[src/cpuTypesPkg.sv]
//~~~~~~~~~~~~~~~~~~~~
// Shared field types and encodings for the MIPS-style decoder.
// Import into any module that names an opcode, function code,
// ALU operation or datapath select code.
//~~~~~~~~~~~~~~~~~~~~

package cpuTypesPkg;

        // Instruction field types
        typedef logic [31:0] wordT;        // Full instruction word
        typedef logic [5:0]  opcodeT;      // Bits 31:26
        typedef logic [5:0]  functT;       // Bits 5:0 of R-type
        typedef logic [4:0]  regAddrT;     // Register file index
        typedef logic [4:0]  shamtT;       // Shift amount, bits 10:6
        typedef logic [15:0] imm16T;       // Immediate, bits 15:0
        typedef logic [25:0] jumpTargetT;  // J-type target, bits 25:0

        // Datapath control types
        typedef logic [3:0]  aluOpT;       // ALU operation code
        typedef logic [1:0]  selT;         // Two-bit mux select

        // Opcodes
        localparam opcodeT opRtype = 6'h00; // Function field decides
        localparam opcodeT opJ     = 6'h02;
        localparam opcodeT opJal   = 6'h03; // Links into r31
        localparam opcodeT opBeq   = 6'h04;
        localparam opcodeT opBne   = 6'h05;
        localparam opcodeT opAddi  = 6'h08;
        localparam opcodeT opAddiu = 6'h09;
        localparam opcodeT opSlti  = 6'h0A;
        localparam opcodeT opSltiu = 6'h0B;
        localparam opcodeT opAndi  = 6'h0C; // Zero-extended immediate
        localparam opcodeT opOri   = 6'h0D; // Zero-extended immediate
        localparam opcodeT opXori  = 6'h0E; // Zero-extended immediate
        localparam opcodeT opLui   = 6'h0F;
        localparam opcodeT opLw    = 6'h23;
        localparam opcodeT opSw    = 6'h2B;
        localparam opcodeT opHalt  = 6'h3F; // Stops the core

        // R-type function codes
        localparam functT fnSll  = 6'h00;   // Shift by shamt
        localparam functT fnSrl  = 6'h02;   // Shift by shamt
        localparam functT fnJr   = 6'h08;   // Jump to rs
        localparam functT fnAdd  = 6'h20;
        localparam functT fnAddu = 6'h21;
        localparam functT fnSub  = 6'h22;
        localparam functT fnSubu = 6'h23;
        localparam functT fnAnd  = 6'h24;
        localparam functT fnOr   = 6'h25;
        localparam functT fnXor  = 6'h26;
        localparam functT fnNor  = 6'h27;
        localparam functT fnSlt  = 6'h2A;   // Signed compare
        localparam functT fnSltu = 6'h2B;   // Unsigned compare

        // ALU operations
        localparam aluOpT aluSll  = 4'd0;
        localparam aluOpT aluSrl  = 4'd1;
        localparam aluOpT aluAdd  = 4'd2;   // Also address calculation
        localparam aluOpT aluSub  = 4'd3;   // Also branch compare
        localparam aluOpT aluAnd  = 4'd4;
        localparam aluOpT aluOr   = 4'd5;
        localparam aluOpT aluXor  = 4'd6;
        localparam aluOpT aluNor  = 4'd7;
        localparam aluOpT aluSlt  = 4'd8;
        localparam aluOpT aluSltu = 4'd9;

        // Destination register select
        localparam selT dstRt = 2'd0;       // I-type target
        localparam selT dstRd = 2'd1;       // R-type target
        localparam selT dstRa = 2'd2;       // Return address r31

        // ALU second operand select
        localparam selT srcRdat2 = 2'd0;    // Register read port 2
        localparam selT srcShamt = 2'd1;    // Shift amount field
        localparam selT srcImm   = 2'd2;    // Extended immediate

        // Write-back select
        localparam selT wbDmem = 2'd0;      // Load data
        localparam selT wbAlu  = 2'd1;      // ALU result
        localparam selT wbLui  = 2'd2;      // Immediate in upper half
        localparam selT wbPc4  = 2'd3;      // Link address

        // Next-PC select
        localparam selT pcNext   = 2'd0;    // Sequential PC + 4
        localparam selT pcJump   = 2'd1;    // Jump target
        localparam selT pcBranch = 2'd2;    // Branch address
        localparam selT pcReg    = 2'd3;    // Register value for JR

endpackage

[src/aluDecoder.sv]
//~~~~~~~~~~~~~~~~~~~~
// Function-code level of the instruction decoder. Maps the
// R-type function field to an ALU operation and operand select,
// and flags JR and unknown codes for the top level.
//~~~~~~~~~~~~~~~~~~~~

`timescale 1ns/100ps

module aluDecoder (
        input  cpuTypesPkg::functT funct,
        output cpuTypesPkg::aluOpT fnAluOp,
        output cpuTypesPkg::selT   fnAluSrc,
        output logic               fnJr,     // Jump-register request
        output logic               fnValid   // Known function code
);
        import cpuTypesPkg::*;

        always_comb begin
                fnAluOp  = aluAdd;
                fnAluSrc = srcRdat2;              // Register operand unless shift
                fnJr     = 1'b0;
                fnValid  = 1'b1;

                case (funct)
                        fnSll: begin
                                fnAluOp  = aluSll;
                                fnAluSrc = srcShamt;
                        end
                        fnSrl: begin
                                fnAluOp  = aluSrl;
                                fnAluSrc = srcShamt;
                        end
                        cpuTypesPkg::fnJr: begin
                                fnJr = 1'b1;      // ALU result unused
                        end
                        fnAdd, fnAddu: begin
                                fnAluOp = aluAdd; // No overflow trap
                        end
                        fnSub, fnSubu: begin
                                fnAluOp = aluSub;
                        end
                        fnAnd: begin
                                fnAluOp = aluAnd;
                        end
                        fnOr: begin
                                fnAluOp = aluOr;
                        end
                        fnXor: begin
                                fnAluOp = aluXor;
                        end
                        fnNor: begin
                                fnAluOp = aluNor;
                        end
                        fnSlt: begin
                                fnAluOp = aluSlt;
                        end
                        fnSltu: begin
                                fnAluOp = aluSltu;
                        end
                        default: begin
                                fnValid = 1'b0;   // Top level turns it into a no-op
                        end
                endcase
        end

endmodule

[src/controlUnit.sv]
//~~~~~~~~~~~~~~~~~~~~
// Instruction decoder top. Slices the fixed instruction fields
// and merges opcode and function-code decoding into one control set.
//~~~~~~~~~~~~~~~~~~~~

`timescale 1ns/100ps

module controlUnit (
        input  cpuTypesPkg::wordT       instr,
        output cpuTypesPkg::regAddrT    rs,
        output cpuTypesPkg::regAddrT    rt,
        output cpuTypesPkg::regAddrT    rd,
        output cpuTypesPkg::shamtT      shamt,
        output cpuTypesPkg::imm16T      imm16,
        output cpuTypesPkg::jumpTargetT jTarget,
        output logic                    regWr,
        output cpuTypesPkg::selT        regDst,
        output logic                    extOp,
        output cpuTypesPkg::selT        aluSrc,
        output cpuTypesPkg::aluOpT      aluOp,
        output cpuTypesPkg::selT        memToReg,
        output logic                    bne,
        output logic                    pcSrc,
        output cpuTypesPkg::selT        jumpSel,
        output logic                    jumpFlush,
        output logic                    halt,
        output logic                    dWEN,
        output logic                    dREN
);
        import cpuTypesPkg::*;

        opcodeT opcode;
        functT  funct;
        logic   rType;
        logic   mainRegWr;                      // Before R-type qualification
        selT    mainAluSrc;
        aluOpT  mainAluOp;
        selT    mainJumpSel;
        logic   mainJumpFlush;
        aluOpT  fnAluOp;
        selT    fnAluSrc;
        logic   fnJr;
        logic   fnValid;

        assign opcode  = instr[31:26];
        assign funct   = instr[5:0];
        assign rs      = instr[25:21];
        assign rt      = instr[20:16];
        assign rd      = instr[15:11];
        assign shamt   = instr[10:6];
        assign imm16   = instr[15:0];
        assign jTarget = instr[25:0];

        mainDecoder mainDec_i (
                .opcode(opcode), .rType(rType), .regWr(mainRegWr), .regDst(regDst),
                .extOp(extOp), .aluSrc(mainAluSrc), .aluOp(mainAluOp),
                .memToReg(memToReg), .bne(bne), .pcSrc(pcSrc), .jumpSel(mainJumpSel),
                .jumpFlush(mainJumpFlush), .halt(halt), .dWEN(dWEN), .dREN(dREN)
        );

        aluDecoder aluDec_i (
                .funct(funct), .fnAluOp(fnAluOp), .fnAluSrc(fnAluSrc),
                .fnJr(fnJr), .fnValid(fnValid)
        );

        // Function field only counts for R-type words
        assign aluOp     = rType ? fnAluOp : mainAluOp;
        assign aluSrc    = rType ? fnAluSrc : mainAluSrc;
        assign regWr     = mainRegWr & ~(rType & (fnJr | ~fnValid)); // JR, bad funct
        assign jumpSel   = (rType & fnJr) ? pcReg : mainJumpSel;       // Target from rs
        assign jumpFlush = mainJumpFlush | (rType & fnJr);

endmodule

[src/mainDecoder.sv]
//~~~~~~~~~~~~~~~~~~~~
// Opcode level of the instruction decoder. Gives the datapath
// control set for each opcode and flags R-type words, whose
// final ALU controls come from the function-code decoder.
//~~~~~~~~~~~~~~~~~~~~

`timescale 1ns/100ps

module mainDecoder (
        input  cpuTypesPkg::opcodeT opcode,
        output logic                rType,     // Function field decides
        output logic                regWr,
        output cpuTypesPkg::selT    regDst,
        output logic                extOp,     // 1 for sign extension
        output cpuTypesPkg::selT    aluSrc,
        output cpuTypesPkg::aluOpT  aluOp,
        output cpuTypesPkg::selT    memToReg,
        output logic                bne,       // Branch on not-zero
        output logic                pcSrc,     // Branch instruction
        output cpuTypesPkg::selT    jumpSel,
        output logic                jumpFlush,
        output logic                halt,
        output logic                dWEN,
        output logic                dREN
);
        import cpuTypesPkg::*;

        always_comb begin
                // Quiet defaults, overridden per opcode
                rType     = 1'b0;
                regWr     = 1'b0;
                regDst    = dstRt;
                extOp     = 1'b0;
                aluSrc    = srcRdat2;
                aluOp     = aluAdd;
                memToReg  = wbDmem;
                bne       = 1'b0;
                pcSrc     = 1'b0;
                jumpSel   = pcNext;
                jumpFlush = 1'b0;
                halt      = 1'b0;
                dWEN      = 1'b0;
                dREN      = 1'b0;

                case (opcode)
                        opRtype: begin
                                rType    = 1'b1;
                                regWr    = 1'b1;   // Cleared at top for JR
                                regDst   = dstRd;
                                memToReg = wbAlu;
                        end
                        opJ: begin
                                jumpSel   = pcJump;
                                jumpFlush = 1'b1;  // Drop fetched word
                        end
                        opJal: begin
                                regWr     = 1'b1;
                                regDst    = dstRa; // Link into r31
                                memToReg  = wbPc4;
                                jumpSel   = pcJump;
                                jumpFlush = 1'b1;
                        end
                        opBeq: begin
                                aluOp   = aluSub;  // Zero flag on equal
                                pcSrc   = 1'b1;
                                jumpSel = pcBranch;
                        end
                        opBne: begin
                                aluOp   = aluSub;
                                bne     = 1'b1;    // Take on not-zero
                                pcSrc   = 1'b1;
                                jumpSel = pcBranch;
                        end
                        opAddi, opAddiu: begin
                                regWr    = 1'b1;
                                extOp    = 1'b1;
                                aluSrc   = srcImm;
                                aluOp    = aluAdd;
                                memToReg = wbAlu;
                        end
                        opSlti: begin
                                regWr    = 1'b1;
                                extOp    = 1'b1;
                                aluSrc   = srcImm;
                                aluOp    = aluSlt;
                                memToReg = wbAlu;
                        end
                        opSltiu: begin
                                regWr    = 1'b1;
                                extOp    = 1'b1;   // Sign-extended, compared unsigned
                                aluSrc   = srcImm;
                                aluOp    = aluSltu;
                                memToReg = wbAlu;
                        end
                        opAndi: begin
                                regWr    = 1'b1;
                                aluSrc   = srcImm; // Zero extension
                                aluOp    = aluAnd;
                                memToReg = wbAlu;
                        end
                        opOri: begin
                                regWr    = 1'b1;
                                aluSrc   = srcImm;
                                aluOp    = aluOr;
                                memToReg = wbAlu;
                        end
                        opXori: begin
                                regWr    = 1'b1;
                                aluSrc   = srcImm;
                                aluOp    = aluXor;
                                memToReg = wbAlu;
                        end
                        opLui: begin
                                regWr    = 1'b1;
                                memToReg = wbLui;  // ALU bypassed
                        end
                        opLw: begin
                                regWr    = 1'b1;
                                extOp    = 1'b1;
                                aluSrc   = srcImm; // Base plus offset
                                aluOp    = aluAdd;
                                memToReg = wbDmem;
                                dREN     = 1'b1;
                        end
                        opSw: begin
                                extOp  = 1'b1;
                                aluSrc = srcImm;
                                aluOp  = aluAdd;
                                dWEN   = 1'b1;     // No register write
                        end
                        opHalt: begin
                                halt = 1'b1;
                        end
                        default: ;                 // Unknown opcode runs as a no-op
                endcase
        end

endmodule

[config.mk]
export PLATFORM = sky130hd
export DESIGN_NAME = controlUnit
export DESIGN_NICKNAME = d
export VERILOG_FILES = /design/src/cpuTypesPkg.sv /design/src/aluDecoder.sv /design/src/controlUnit.sv /design/src/mainDecoder.sv
export SDC_FILE = /design/constraint.sdc
export NUM_CORES = 1
export LEC_CHECK = 0
export ABC_CLOCK_PERIOD_IN_PS = 4700
export BUFFER_PORTS_ARGS = -buffer_cell sky130_fd_sc_hd__clkbuf_2
export CORE_MARGIN = 8
export CORE_UTILIZATION = 40
export DETAILED_ROUTE_END_ITERATION = 10
export PLACE_DENSITY = 0.94
export REMOVE_ABC_BUFFERS = 1
export SLEW_MARGIN = 20
export SYNTH_ARGS = -nofsm -noshare
export SYNTH_HDL_FRONTEND = slang
export SYNTH_HIERARCHICAL = 1
export SYNTH_SLANG_ARGS = --single-unit
[constraint.sdc]
create_clock -name vclk -period 4.7
set_input_delay 0.94 -clock vclk [all_inputs]
set_output_delay 0.94 -clock vclk [all_outputs]
set_load 0.1 [all_outputs]
# Yosys cells after proc, flatten, opt, wreduce, memory -nomap -nowiden
# Cells that the tools add are included.
# Widths: inputs -> output; s select.
[totals] register_bits=0 latch_bits=0 mem_bits_rw=0 rom_bits=0 wordCells=66 mem_count=0
[op_classes] addsub=0 n_mul=0 div=0 order_cmp=0 n_eq_ne=27 shift=0 mux=21 bitwise_logic=7 n_reduce_logical=11
[ops] operator="$eq 6x6->1 const B" n=13
[ops] operator="$eq 6x4->1 const B" n=9
[ops] operator="$pmux 4 s9" n=1
[ops] operator="$pmux 4 s6" n=1
[ops] operator="$eq 6x2->1 const B" n=3
[ops] operator="$reduce_or 13->1" n=1
[ops] operator="$eq 6x3->1 const B" n=2
[ops] operator="$logic_not 6->1" n=2
[ops] operator="$mux 1" n=12
[ops] operator="$reduce_or 11->1" n=1
[ops] operator="$reduce_or 9->1" n=1
[ops] operator="$pmux 2 s2" n=2
[ops] operator="$reduce_or 2->1" n=4
[ops] operator="$reduce_or 8->1" n=1
[ops] operator="$mux 2" n=3
[ops] operator="$pmux 2 s3" n=1
[ops] operator="$reduce_or 6->1" n=1
[ops] operator="$mux 4" n=1
[ops] operator="$and 1x1->1" n=3
[ops] operator="$not 1->1" n=2
[ops] operator="$or 1x1->1" n=2

# Logic depth before layout (Yosys ltp)
[logic_depth] word_depth=8 mapped_depth=7 ltp_nobuf=5

# Hierarchy
# The synthesis kept the hierarchy.
[modules_own_cells] module="controlUnit" n_inst=1 cells_per_inst=75 area_each_um2=603.1 seq_area_each_um2=0.0
[modules_own_cells] module="mainDecoder" n_inst=1 cells_per_inst=49 area_each_um2=342.8 seq_area_each_um2=0.0
[modules_own_cells] module="aluDecoder" n_inst=1 cells_per_inst=23 area_each_um2=147.6 seq_area_each_um2=0.0

# Worst setup path before layout
# Ideal clock, no wire load.
[synth_path] path_type="input-to-output" from="input port instr[26]" to="output port memToReg[1]" arrival_ps=4070 path_slack_ps=-310 cell_stages=3 path_buffers=1 cell_sequence="buf_4 nand2_1 nor4_1"
[synth_between] elab_chain_cells=3 word_cells_on_any_way=12 classes_between="eq/ne (9); mux (1); reduce/logical (2)"
[synth_lines] item="start: declaration" line_no="controlUnit.sv:9" rtl="input cpuTypesPkg::wordT instr,"
[synth_lines] item="$eq 6x4->1 / $logic_not 6->1 (equally long branches)" line_no="mainDecoder.sv:45" rtl="case (opcode)"
[synth_lines] item="$reduce_or 8->1 (no line)"
[synth_lines] item="$pmux 2 s3 *" line_no="mainDecoder.sv:45"
[synth_lines] item="end: declaration" line_no="controlUnit.sv:21" rtl="output cpuTypesPkg::selT memToReg,"
# Mark *: on every way between the ends. The rest lies on a longest branch, timed or not.

# Worst setup path in the final report
[layout_path] from="input port instr[28]" to="output port aluOp[2]"
[layout_between] word_cells_on_any_way=12 classes_between="eq/ne (7); mux (3); reduce/logical (2)"
[layout_lines] item="$logic_not 6->1" line_no="mainDecoder.sv:45"
[layout_lines] item="$mux 1" line_no="mainDecoder.sv:45"
[layout_lines] item="net rType" line_no="controlUnit.sv:34" rtl="logic rType;"
[layout_lines] item="$mux 4" line_no="controlUnit.sv:67" rtl="assign aluOp = rType ? fnAluOp : mainAluOp;"
[layout_lines] item="end: declaration" line_no="controlUnit.sv:20" rtl="output cpuTypesPkg::aluOpT aluOp,"
# The timed path passes the listed nets, and every way through them passes these cells.

==> flow_metrics.tcl <==
set metrics [dict create \
    status "finished, final reports clean" \
    cts_resized 0 \
    cts_setup_buffers 0 \
    clock_buffers 0 \
    antenna_found_initial 0 \
    crit_path_frequent_cell "clkbuf_2" \
    drtAntennaViolNets 0 \
    crit_path_start_kind "primary input" \
    via_per_inst 5.47 \
    setup-violations-final 0 \
    layout.nets 155 \
    post_synth_num_cell_types 37 \
    syn_area_um2 1090 \
    num_antenna_cells 0 \
    syn_area_per_cell_um2 7.44 \
    layout_common_cells "44 x clkbuf_2, 8 x nand2b_1, 6 x mux2_4, 6 x nor3_1, 6 x nor2_1" \
    start_util_pct 40.7 \
    slowest_delay_ps 370 \
    drc 0 \
    slew_headroom_pct 63.0 \
    rows 19 \
    slew_violations 0 \
    wl_per_cell_um 20.4 \
    drtPass1Iterations 4 \
    final_common_cell "clkbuf_2" \
    path_cells "clkbuf_2 > nor2_1 > nand2_1 > nor3_1 > buf_4 > mux2_4 > clkbuf_2" \
    grt_pass1_vias 748 \
    grt-ovfl-total 0 \
    die_area_um2 4660 \
    design.seq.count 0 \
    dr_total_vias 831 \
    hp-class "in2out" \
    leakage_nw 0.407 \
    ioPinCount 114 \
    power_mw 0.125 \
    dpl.hpwl_um 2650 \
    synth_seq_area_share_pct 0 \
    finalHoldViolations 0 \
    critPathArrivalTime_ps 2550 \
    yosysWarnings 6 \
    p_per_area_nw_per_um2 154 \
    final.min_clock_period_ps 3490 \
    cts_hold_buf 0 \
    netlist_instances 147 \
    cp-end-kind "output port" \
    fp.dieW_um 68.3 \
    die_y_um 68.3 \
    drive_above_1_share_pct 47.9 \
    peakVddDrop_v 0.0000750 \
    slowest_stage "clkbuf_2" \
    rsz0062_at_grt "no" \
    fillCellCount 319 \
    finalCritPeriodShare_pct 74.3 \
    grt_max_degree 16 \
    tns_ps 0 \
    drv_cap 0 \
    place.port_buffers 44 \
    finalWirelength_um 3110 \
    area_delta_synth_final_pct -25.5 \
    gp_congestion 0.812 \
    grt_pass1_wl_um 4170 \
    critPathKind "in2out" \
    core_area_um2 2690 \
    globalRouteTotalUtil_pct 11.7 \
    first_iter_violations 55 \
    seq_area_um2 0 \
    worstPathMaxFanout 14 \
    clock.fmax_mhz 286 \
    cp.required_ps 3760 \
    tightestPinTransition_ps 558 \
]
[final timing paths]
check,from,end,slack [ps],cells after the start
max,instr[28],aluOp[2],1210,7
min,instr[16],jTarget[16],1880,0
[power by group]
part	leakage [nW]	switching, mW	total (mW)	internal, mW
Combinational	0.407	0.102	0.125	0.0233
Clock	0	0	0	0
Sequential	0	0	0	0
Total	0.407	0.102	0.125	0.0233
[layout make-up]
| class | count | area (um^2) | area share (%) |
|---|---|---|---|
| Multi-Input combinational cell | 76 | 548 | 67.3 |
| Tap cell | 31 | 38.8 | 4.76 |
| Timing Repair Buffer | 45 | 228 | 28.0 |
[critical path, delay by kind of cell]
| family | cells | cell delay (ps) |
|---|---|---|
| muxes | 1 | 310 |
| buffers and inverters | 3 | 770 |
| and+or+nand+nor | 3 | 510 |
[cell families (layout without fill, tap and decap cells)]
| kind of cell | Yosys count | count (layout) | synth area share [%] |
|---|---|---|---|
| AOI/OAI and AO/OA | 16 | 16 | 10.4 |
| xor gates and xnor gates | 2 | 2 | 1.60 |
| buffers and inverters | 71 | 45 | 49.9 |
| muxes | 6 | 6 | 8.24 |
| other | 2 | 2 | 0.687 |
| and+or+nand+nor | 50 | 50 | 29.2 |
[cells in the mapped netlist]
library cell   n  area [um^2]
a21o_1         2         15.0
a21boi_0       1         7.51
nor2_4         1         11.3
nor3b_2        1         12.5
nand2b_1       8         50.1
conb_1         2         7.51
or3_1          1         6.26
nor2_1         6         22.5
buf_6          4         45.0
and2b_2        1         8.76
and4_2         1         10.0
and3b_1        1         8.76
a32oi_1        1         8.76
nand2_1        4         15.0
a2bb2oi_1      1         8.76
nand3_1        1         5.00
xor2_1         2         17.5
a211oi_2       1         12.5
o211ai_1       1         7.51
or2b_1         1         7.51
or4b_1         1         10.0
nor2b_1        4         25.0
nor3_1         6         30.0
and3_1         5         31.3
mux2_4         6         90.1
a311o_1        1         10.0
buf_4         66          495
buf_2          1         5.00
nor2_2         1         6.26
o21ai_0        2         10.0
nor4bb_1       1         10.0
nand3_4        1         17.5
or2_1          1         6.26
a21oi_1        3         15.0
and2_1         1         6.26
nor4_1         3         18.8
a31oi_1        3         18.8
[stage by stage]
step,setup WS (ps),hold WS (ps),utilization [%],area [um^2],std cells
after detailed placement,1210,1880,30.3,815,152
after global routing,1050,1880,30.3,815,152
after CTS,1210,1880,30.3,815,152
after global placement,1280,1880,30.3,815,152
final,1210,1880,30.3,815,152
after floorplan,-144,1880,-,548,76
[layer usage]
metal  wire (um)  part of all wire (%)  track usage (%)
met1        1290                    42             16.1
met5           0                     0             6.82
met4           0                     0                0
met3         743                    24             9.49
met2        1070                    35             13.7
(Power assumes the default switching activity.)
